### config.mk
export PLATFORM = sky130hd
export DESIGN_NAME = rv_mini_core
export DESIGN_NICKNAME = d
export VERILOG_FILES = /design/src/rv_pkg.sv /design/src/rv_issue_if.sv /design/src/rv_regfile.sv /design/src/rv_decode_stage.sv /design/src/rv_execute_stage.sv /design/src/rv_mini_core.sv
export SDC_FILE = /design/constraint.sdc
export NUM_CORES = 2
export LEC_CHECK = 0
export BUFFER_PORTS_ARGS = -buffer_cell sky130_fd_sc_hd__buf_2
export CAP_MARGIN = 20
export CORE_MARGIN = 1.5
export CORE_UTILIZATION = 35
export CTS_CLUSTER_SIZE = 12
export DETAILED_ROUTE_END_ITERATION = 6
export SLEW_MARGIN = 20
export SYNTH_ARGS = -nofsm -noshare
export SYNTH_HDL_FRONTEND = slang
export SYNTH_SLANG_ARGS = --single-unit
export TNS_END_PERCENT = 5
### constraint.sdc
create_clock -name clk -period 6.6 [get_ports clk]
set_clock_uncertainty 0.2 [all_clocks]
set_input_delay 0.66 -clock clk [delete_from_list [all_inputs] [get_ports clk]]
set_output_delay 0.66 -clock clk [all_outputs]
set_load 0.02 [all_outputs]
### src/rv_pkg.sv
// ====================
// Shared core definitions
// Widths, major opcodes and funct codes
// ALU operation enum and instruction union
// ====================

package rv_pkg;

  // ====================
  // Widths
  localparam int xlen       = 32;
  localparam int reg_addr_w = 5;
  localparam int num_regs   = 32;

  // Major opcodes kept by this core
  localparam logic [6:0] opc_op     = 7'b0110011;  // R-type ALU
  localparam logic [6:0] opc_op_imm = 7'b0010011;  // I-type ALU
  localparam logic [6:0] opc_lui    = 7'b0110111;

  // funct3 codes, shared by R and I forms
  localparam logic [2:0] f3_add_sub = 3'b000;
  localparam logic [2:0] f3_sll     = 3'b001;
  localparam logic [2:0] f3_slt     = 3'b010;
  localparam logic [2:0] f3_xor     = 3'b100;
  localparam logic [2:0] f3_srl     = 3'b101;
  localparam logic [2:0] f3_or      = 3'b110;
  localparam logic [2:0] f3_and     = 3'b111;

  localparam logic [6:0] funct7_alt = 7'b0100000;  // SUB select

  // ====================
  // ALU operations
  typedef enum logic [3:0] {
    alu_add,
    alu_sub,
    alu_and,
    alu_or,
    alu_xor,
    alu_slt,
    alu_sll,
    alu_srl,
    alu_pass_b  // LUI result
  } alu_op_e;

  // Instruction field views, MSB first
  typedef struct packed {
    logic [6:0]            funct7;
    logic [reg_addr_w-1:0] rs2;
    logic [reg_addr_w-1:0] rs1;
    logic [2:0]            funct3;
    logic [reg_addr_w-1:0] rd;
    logic [6:0]            opcode;
  } r_fields_t;

  typedef struct packed {
    logic [11:0]           imm12;
    logic [reg_addr_w-1:0] rs1;
    logic [2:0]            funct3;
    logic [reg_addr_w-1:0] rd;
    logic [6:0]            opcode;
  } i_fields_t;

  typedef struct packed {
    logic [19:0]           imm20;
    logic [reg_addr_w-1:0] rd;
    logic [6:0]            opcode;
  } u_fields_t;

  // Same 32-bit word, view picked by opcode
  typedef union packed {
    r_fields_t r;
    i_fields_t i;
    u_fields_t u;
  } instr_u;

endpackage

### src/rv_issue_if.sv
// ====================
// Issue packet from decode to execute
// ====================

`timescale 1ns/1ps

interface rv_issue_if;
  import rv_pkg::*;

  logic                  valid;     // Packet present, no ready
  logic [reg_addr_w-1:0] rd;
  logic [reg_addr_w-1:0] rs1;
  logic [reg_addr_w-1:0] rs2;
  logic [xlen-1:0]       rs1_data;  // Already bypassed from regfile
  logic [xlen-1:0]       rs2_data;
  logic [xlen-1:0]       imm;
  alu_op_e               alu_op;
  logic                  use_imm;   // Operand B from imm
  logic                  is_lui;    // Operand A forced to zero

  modport src (output valid, rd, rs1, rs2, rs1_data, rs2_data,
               output imm, alu_op, use_imm, is_lui);
  modport dst (input valid, rd, rs1, rs2, rs1_data, rs2_data,
               input imm, alu_op, use_imm, is_lui);

endinterface

### src/rv_regfile.sv
// ====================
// Integer register file
// x0 reads zero, write-through bypass on read
// ====================

`timescale 1ns/1ps

module rv_regfile (
  input  logic                          clk,
  input  logic                          reset_n,
  input  logic [rv_pkg::reg_addr_w-1:0] rs1_addr,
  input  logic [rv_pkg::reg_addr_w-1:0] rs2_addr,
  output logic [rv_pkg::xlen-1:0]       rs1_data,
  output logic [rv_pkg::xlen-1:0]       rs2_data,
  input  logic                          wr_en,
  input  logic [rv_pkg::reg_addr_w-1:0] wr_addr,
  input  logic [rv_pkg::xlen-1:0]       wr_data
);
  import rv_pkg::*;

  logic [xlen-1:0] regs [1:num_regs-1];  // No storage for x0

  // Write port, clears all on reset
  always_ff @(posedge clk or negedge reset_n) begin
    if (!reset_n) begin
      for (int i = 1; i < num_regs; i++) begin
        regs[i] <= '0;
      end
    end else if (wr_en && (wr_addr != '0)) begin
      regs[wr_addr] <= wr_data;
    end
  end

  // Read ports
  // Same-cycle write wins so decode sees the value one edge early
  assign rs1_data = (rs1_addr == '0)                   ? '0 :
                    (wr_en && (wr_addr == rs1_addr))   ? wr_data :
                                                         regs[rs1_addr];
  assign rs2_data = (rs2_addr == '0)                   ? '0 :
                    (wr_en && (wr_addr == rs2_addr))   ? wr_data :
                                                         regs[rs2_addr];

  // Decode drops rd == x0 packets, so no write should target x0
  a_no_x0_write: assert property (@(posedge clk) disable iff (!reset_n)
    wr_en |-> (wr_addr != '0));

endmodule

### src/rv_decode_stage.sv
// ====================
// Decode stage
// Field decode, immediates, operand read
// ID/EX pipeline register
// ====================

`timescale 1ns/1ps

module rv_decode_stage (
  input  logic                          clk,
  input  logic                          reset_n,
  input  logic                          instr_valid,
  input  rv_pkg::instr_u                instr,
  output logic [rv_pkg::reg_addr_w-1:0] rs1_addr,
  output logic [rv_pkg::reg_addr_w-1:0] rs2_addr,
  input  logic [rv_pkg::xlen-1:0]       rs1_data,
  input  logic [rv_pkg::xlen-1:0]       rs2_data,
  rv_issue_if.src                       issue
);
  import rv_pkg::*;

  logic                  supported;  // Opcode and funct known
  logic [reg_addr_w-1:0] dec_rd;
  logic [xlen-1:0]       dec_imm;
  alu_op_e               dec_alu_op;
  logic                  dec_use_imm;
  logic                  dec_is_lui;

  // ====================
  // Combinational decode
  always_comb begin
    supported   = 1'b0;
    dec_rd      = instr.r.rd;
    rs1_addr    = instr.r.rs1;   // Garbage for LUI, ignored in EX
    rs2_addr    = instr.r.rs2;
    dec_imm     = '0;
    dec_alu_op  = alu_add;
    dec_use_imm = 1'b0;
    dec_is_lui  = 1'b0;
    case (instr.r.opcode)
      opc_op: begin
        // Only funct7 zero, or SUB with the alt bit
        supported = (instr.r.funct7 == '0) ||
                    ((instr.r.funct7 == funct7_alt) && (instr.r.funct3 == f3_add_sub));
        case (instr.r.funct3)
          f3_add_sub: dec_alu_op = (instr.r.funct7 == funct7_alt) ? alu_sub : alu_add;
          f3_sll:     dec_alu_op = alu_sll;
          f3_slt:     dec_alu_op = alu_slt;
          f3_xor:     dec_alu_op = alu_xor;
          f3_srl:     dec_alu_op = alu_srl;
          f3_or:      dec_alu_op = alu_or;
          f3_and:     dec_alu_op = alu_and;
          default:    supported  = 1'b0;  // SLTU not kept
        endcase
      end
      opc_op_imm: begin
        supported   = 1'b1;
        dec_use_imm = 1'b1;
        dec_imm     = {{(xlen-12){instr.i.imm12[11]}}, instr.i.imm12};  // Sign extend
        case (instr.i.funct3)
          f3_add_sub: dec_alu_op = alu_add;
          f3_slt:     dec_alu_op = alu_slt;
          f3_xor:     dec_alu_op = alu_xor;
          f3_or:      dec_alu_op = alu_or;
          f3_and:     dec_alu_op = alu_and;
          default:    supported  = 1'b0;  // Shift imm, SLTIU
        endcase
      end
      opc_lui: begin
        supported   = 1'b1;
        dec_use_imm = 1'b1;
        dec_is_lui  = 1'b1;
        dec_alu_op  = alu_pass_b;
        dec_imm     = {instr.u.imm20, {(xlen-20){1'b0}}};  // Upper 20 bits
      end
      default: supported = 1'b0;  // Bubble
    endcase
  end

  // ====================
  // ID/EX register
  always_ff @(posedge clk or negedge reset_n) begin
    if (!reset_n) begin
      issue.valid <= 1'b0;
    end else begin
      issue.valid <= instr_valid && supported && (dec_rd != '0);  // rd x0 is a bubble
    end
  end

  always_ff @(posedge clk) begin
    issue.rd       <= dec_rd;
    issue.rs1      <= rs1_addr;
    issue.rs2      <= rs2_addr;
    issue.rs1_data <= rs1_data;
    issue.rs2_data <= rs2_data;
    issue.imm      <= dec_imm;
    issue.alu_op   <= dec_alu_op;
    issue.use_imm  <= dec_use_imm;
    issue.is_lui   <= dec_is_lui;
  end

  a_instr_known: assert property (@(posedge clk) disable iff (!reset_n)
    instr_valid |-> !$isunknown(instr));

endmodule

### src/rv_execute_stage.sv
// ====================
// Execute stage
// EX/WB forwarding, ALU
// EX/WB register driving write-back
// ====================

`timescale 1ns/1ps

module rv_execute_stage (
  input  logic                          clk,
  input  logic                          reset_n,
  rv_issue_if.dst                       issue,
  output logic                          wr_en,
  output logic [rv_pkg::reg_addr_w-1:0] wr_addr,
  output logic [rv_pkg::xlen-1:0]       wr_data
);
  import rv_pkg::*;

  localparam int shamt_w = $clog2(xlen);

  logic            fwd_a;       // rs1 hits EX/WB
  logic            fwd_b;       // rs2 hits EX/WB
  logic [xlen-1:0] rs2_val;
  logic [xlen-1:0] op_a;
  logic [xlen-1:0] op_b;
  logic [xlen-1:0] alu_result;

  // ====================
  // Forwarding from EX/WB
  // Distance-2 hazards are covered by the regfile bypass
  assign fwd_a = wr_en && (wr_addr == issue.rs1);
  assign fwd_b = wr_en && (wr_addr == issue.rs2);

  // LUI rs1 field is not a register, keep A at zero
  assign op_a = issue.is_lui ? '0 :
                fwd_a        ? wr_data :
                               issue.rs1_data;

  assign rs2_val = fwd_b ? wr_data : issue.rs2_data;
  assign op_b    = issue.use_imm ? issue.imm : rs2_val;

  // ====================
  // ALU
  always_comb begin
    case (issue.alu_op)
      alu_add:    alu_result = op_a + op_b;
      alu_sub:    alu_result = op_a - op_b;
      alu_and:    alu_result = op_a & op_b;
      alu_or:     alu_result = op_a | op_b;
      alu_xor:    alu_result = op_a ^ op_b;
      alu_slt:    alu_result = {{(xlen-1){1'b0}}, ($signed(op_a) < $signed(op_b))};
      alu_sll:    alu_result = op_a << op_b[shamt_w-1:0];   // Low 5 bits only
      alu_srl:    alu_result = op_a >> op_b[shamt_w-1:0];
      alu_pass_b: alu_result = op_b;
      default:    alu_result = '0;
    endcase
  end

  // ====================
  // EX/WB register
  always_ff @(posedge clk or negedge reset_n) begin
    if (!reset_n) begin
      wr_en <= 1'b0;
    end else begin
      wr_en <= issue.valid;
    end
  end

  always_ff @(posedge clk) begin
    wr_addr <= issue.rd;
    wr_data <= alu_result;
  end

  // A valid packet never names x0 as destination
  a_wb_not_x0: assert property (@(posedge clk) disable iff (!reset_n)
    $rose(wr_en) |-> (wr_addr != '0));

endmodule

### src/rv_mini_core.sv
// ====================
// RV32I mini core top
// Decode, register file and execute
// ====================

`timescale 1ns/1ps

module rv_mini_core (
  input  logic                          clk,
  input  logic                          reset_n,
  input  logic                          instr_valid,
  input  logic [31:0]                   instr,
  output logic                          wb_valid,
  output logic [rv_pkg::reg_addr_w-1:0] wb_rd,
  output logic [rv_pkg::xlen-1:0]       wb_data
);
  import rv_pkg::*;

  logic [reg_addr_w-1:0] rs1_addr;
  logic [reg_addr_w-1:0] rs2_addr;
  logic [xlen-1:0]       rs1_data;
  logic [xlen-1:0]       rs2_data;

  rv_issue_if issue_if ();  // ID/EX packet

  rv_decode_stage decode_inst (
    .clk         (clk),
    .reset_n     (reset_n),
    .instr_valid (instr_valid),
    .instr       (instr),
    .rs1_addr    (rs1_addr),
    .rs2_addr    (rs2_addr),
    .rs1_data    (rs1_data),
    .rs2_data    (rs2_data),
    .issue       (issue_if.src)
  );

  // Write-back port doubles as the top-level report
  rv_regfile regfile_inst (
    .clk      (clk),
    .reset_n  (reset_n),
    .rs1_addr (rs1_addr),
    .rs2_addr (rs2_addr),
    .rs1_data (rs1_data),
    .rs2_data (rs2_data),
    .wr_en    (wb_valid),
    .wr_addr  (wb_rd),
    .wr_data  (wb_data)
  );

  rv_execute_stage execute_inst (
    .clk     (clk),
    .reset_n (reset_n),
    .issue   (issue_if.dst),
    .wr_en   (wb_valid),
    .wr_addr (wb_rd),
    .wr_data (wb_data)
  );

endmodule

==> impl_metrics.tcl <==
set metrics [dict create \
    outcome "complete, no violations" \
    nets 5179 \
    start_kind "flop" \
    drtAntennaViolNets 0 \
    cp.depth 16 \
    use_met3_pct 4.55 \
    use_met2_pct 38.0 \
    finalSetupViolations 0 \
    wl_per_cell_um 30.4 \
    r2r-start "execute_inst.wr_addr[2]" \
    rr_worst_depth 16 \
    fillers 17699 \
    place_congestion 1.01 \
    syn_area_per_cell_um2 12.9 \
    synth_nets 5315 \
    synth_edf_count 0 \
    rsz0062_at_grt "no" \
    grt-ovfl-total 0 \
    fmax_ghz 0.166 \
    period_minus_slack_ns 6.02 \
    path_cells "xnor2_1 -> and4_1 -> nand2_4 -> mux2i_1 -> nor2_1 -> a21oi_1 -> inv_1 -> ha_1 -> nor4_1 -> nand2_1 -> o21ai_0 -> o311a_1 -> o21ai_1 -> a21oi_1 -> mux2i_1 -> or4_1" \
    path_class "reg2reg" \
    cts_buffers 130 \
    max_cap_viol_count 0 \
    cts_tree "done" \
    clock-root-buffer "clkbuf_16" \
    hold_class "in2reg" \
    crit_path_max_fanout 28 \
    numPlacedInstances 7406 \
    cts.clk_slew.worst_paths_ns 0.07 \
    layout_common_cells "mux2_2, dfrtp_1, mux4_2, mux2i_1, a21oi_1" \
    htreeDepth 4 \
    post-dp-hpwl_mm 144 \
    required_ns 7.07 \
    crit_family "simple AND/OR/NAND/NOR gates" \
    grt_pass1_vias 47065 \
    synth_seq_area_share_pct 41.8 \
    synthArstFlopShare_pct 86.6 \
    finalHoldViolCount 0 \
    io_pins 73 \
    place.port_buffers 72 \
    cts_resized 0 \
    max_slew_margin_pct 17.0 \
    grt-busiest-layer "met2" \
    crit_slowest_cell "dfxtp_1" \
    peakVddDrop_mv 0.238 \
    fp.dieArea_mm2 0.194 \
    num_vias 47105 \
    ys_warn_count 0 \
    final_common_cell "mux2_2" \
    dieWidth_um 440 \
    ys_seq_elements 1148 \
    worst_pin_slew_ns 1.21 \
    via_per_inst 6.15 \
    antenna_found_initial 2 \
    holdBufCountCts 18 \
    power_density_mw_per_mm2 206 \
    drv_slew 0 \
    syn_inst 5182 \
    crit_end "execute_inst.wr_data[30]" \
    die_h_um 440 \
    core-area_mm2 0.190 \
    grt_max_degree 178 \
    period_share_pct 91.3 \
    end_kind "flop" \
    drt_wl_total_mm 233 \
    grt_pass1_wl_mm 339 \
    clock-sinks 1148 \
    drc 0 \
    post-route-util_pct 39.3 \
    critPathMaxStageDelay_ns 0.63 \
    grt_usage_pct 23.9 \
    clock_latency_ns 0.81 \
    postCtsSetupRepairBufs 0 \
    drt-initial-drc-count 5204 \
    crit_arrival_ns 6.49 \
    num_rows 160 \
    ys_types 83 \
    initial_utilization_pct 35.2 \
    drtPass1Iterations 6 \
    startpoint "execute_inst.wr_addr[2]" \
    netlist_area_mm2 0.0669 \
    layout.cells.non_filler 7662 \
    layout-drive-gt1-share_pct 40.6 \
    grt_util_met1_pct 32.5 \
    ys.flop_type "dfrtp_1" \
    crit_buf_inv 1 \
    syn2layout_area_growth_pct 11.5 \
    rrSetupSlack_ns 0.58 \
    setup_tns_ns 0 \
    p_leak_nw 33.8 \
    clk_path_buf_depth 3 \
    r2r-end "execute_inst.wr_data[30]" \
]
flip-flops by register name, summed over array words and instances, names as in the netlist:
register / cells
decode_inst.issue.rs2_data: 32
decode_inst.issue.rs1_data: 32
decode_inst.issue.alu_op: 4
execute_inst.wr_data: 32
decode_inst.issue.rd: 5
regfile_inst.regs: 992
execute_inst.wr_en: 1
decode_inst.issue.is_lui: 1
decode_inst.issue.imm: 32
execute_inst.wr_addr: 5
decode_inst.issue.rs2: 5
decode_inst.issue.rs1: 5
decode_inst.issue.valid: 1
decode_inst.issue.use_imm: 1
through the flow:
stage	hold WS [ns]	setup slack, ns	area, um2	power [W]
finish	0.0695	0.577	74600	0.0154
global route	0.0350	0.400	74600	0.0159
CTS	0.000466	0.766	74600	0.0155
detailed placement	0.115	0.745	70100	0.00814
global placement	0.127	0.783	70100	0.00814
floorplan	0.110	1.54	66900	0.00773
synthesized netlist by cell type, types with 6 or more instances:
library cell	count	area, um2
inv_1	95	357
mux2_2	1015	11400
nand2_1	162	608
and2_1	19	119
or3_1	8	50.1
o31a_1	9	78.8
a31oi_1	12	75.1
a221o_1	6	60.1
buf_2	31	155
nor4_1	13	81.3
dfxtp_1	154	3080
a221oi_1	24	210
a22oi_1	24	180
a21o_1	46	345
ha_1	96	1200
nor2_1	268	1010
o211ai_1	22	165
buf_1	99	372
mux4_2	577	13000
nand3_1	81	405
a21oi_1	260	1300
a211o_1	15	131
xor2_1	12	105
o22ai_1	14	87.6
dfrtp_1	994	24900
xnor2_1	29	254
o21a_1	7	52.6
and3_1	13	81.3
or4_1	10	75.1
clkbuf_1	379	1420
mux2i_1	266	2660
o21bai_1	13	97.6
a211oi_1	19	143
o31ai_1	7	52.6
a22o_1	35	307
nand4_1	12	75.1
o221ai_1	23	201
nor3_1	38	190
o21ai_0	153	766
nand2b_1	15	93.8
nor2b_1	12	75.1
cell type report:
| class | count | area [um2] | area share, % |
|---|---|---|---|
| Sequential cell | 1148 | 28000 | 37.5 |
| Multi-Input combinational cell | 3420 | 36800 | 49.4 |
| Inverter | 100 | 375 | 0.503 |
| Clock buffer | 201 | 3920 | 5.25 |
| Timing Repair Buffer | 246 | 2000 | 2.68 |
| Clock inverter | 35 | 374 | 0.502 |
| Tap cell | 2511 | 3140 | 4.21 |
| Antenna cell | 1 | 2.50 | 0.00335 |
kinds of logic (layout without fill, tap and decap cells):
logic type | count (synthesis) | in the layout | share of synthesized area (%)
AOI/OAI and AO/OA | 748 | 748 | 7.20
DFF | 1148 | 1148 | 41.8
other | 0 | 1 | 0
adders and majority gates | 98 | 98 | 1.86
xor gates and xnor gates | 41 | 41 | 0.537
buffers and inverters | 614 | 582 | 3.53
and+or+nand+nor | 675 | 675 | 4.56
muxes | 1858 | 1858 | 40.5
routing by layer:
metal  wire length (um)  vias up  share of wire [%]
met2             109000     2088                 47
met1              96700    25103                 41
met3              17800      497                7.6
li1                   -    19415                  -
met5                 13        -             0.0056
met4               9150        2                3.9
how the worst min path moves through the flow:
stage	startpoint	endpoint	slack (ns)	cells after the start
after detailed placement	decode_inst.issue.rd[2]	execute_inst.wr_addr[2]	0.11	0
after global routing	instr[28]	decode_inst.issue.imm[8]	0.04	2
after global placement	decode_inst.issue.rd[3]	execute_inst.wr_addr[3]	0.13	0
after CTS	instr[27]	decode_inst.issue.imm[7]	0.0005	2
after floorplan	decode_inst.issue.rd[0]	execute_inst.wr_addr[0]	0.11	0
final	instr[26]	decode_inst.issue.imm[6]	0.07	2
power breakdown:
group,internal (W),switching [W],total [W],leakage [nW]
clock network,0.00427,0.00310,0.00737,2.11
logic,0.000298,0.000657,0.000954,16.5
registers,0.00704,0.0000197,0.00706,15.1
worst reg2reg max path: cells and delay by family (launching register included):
kind	cells	cell delay [ns]
fa+ha+maj	1	0.49
buf+inv	1	0.08
flops	1	0.63
xor+xnor	1	0.20
compound gates	5	1.49
simple gates	6	2.31
mux	2	0.50
(Power assumes the default switching activity.)
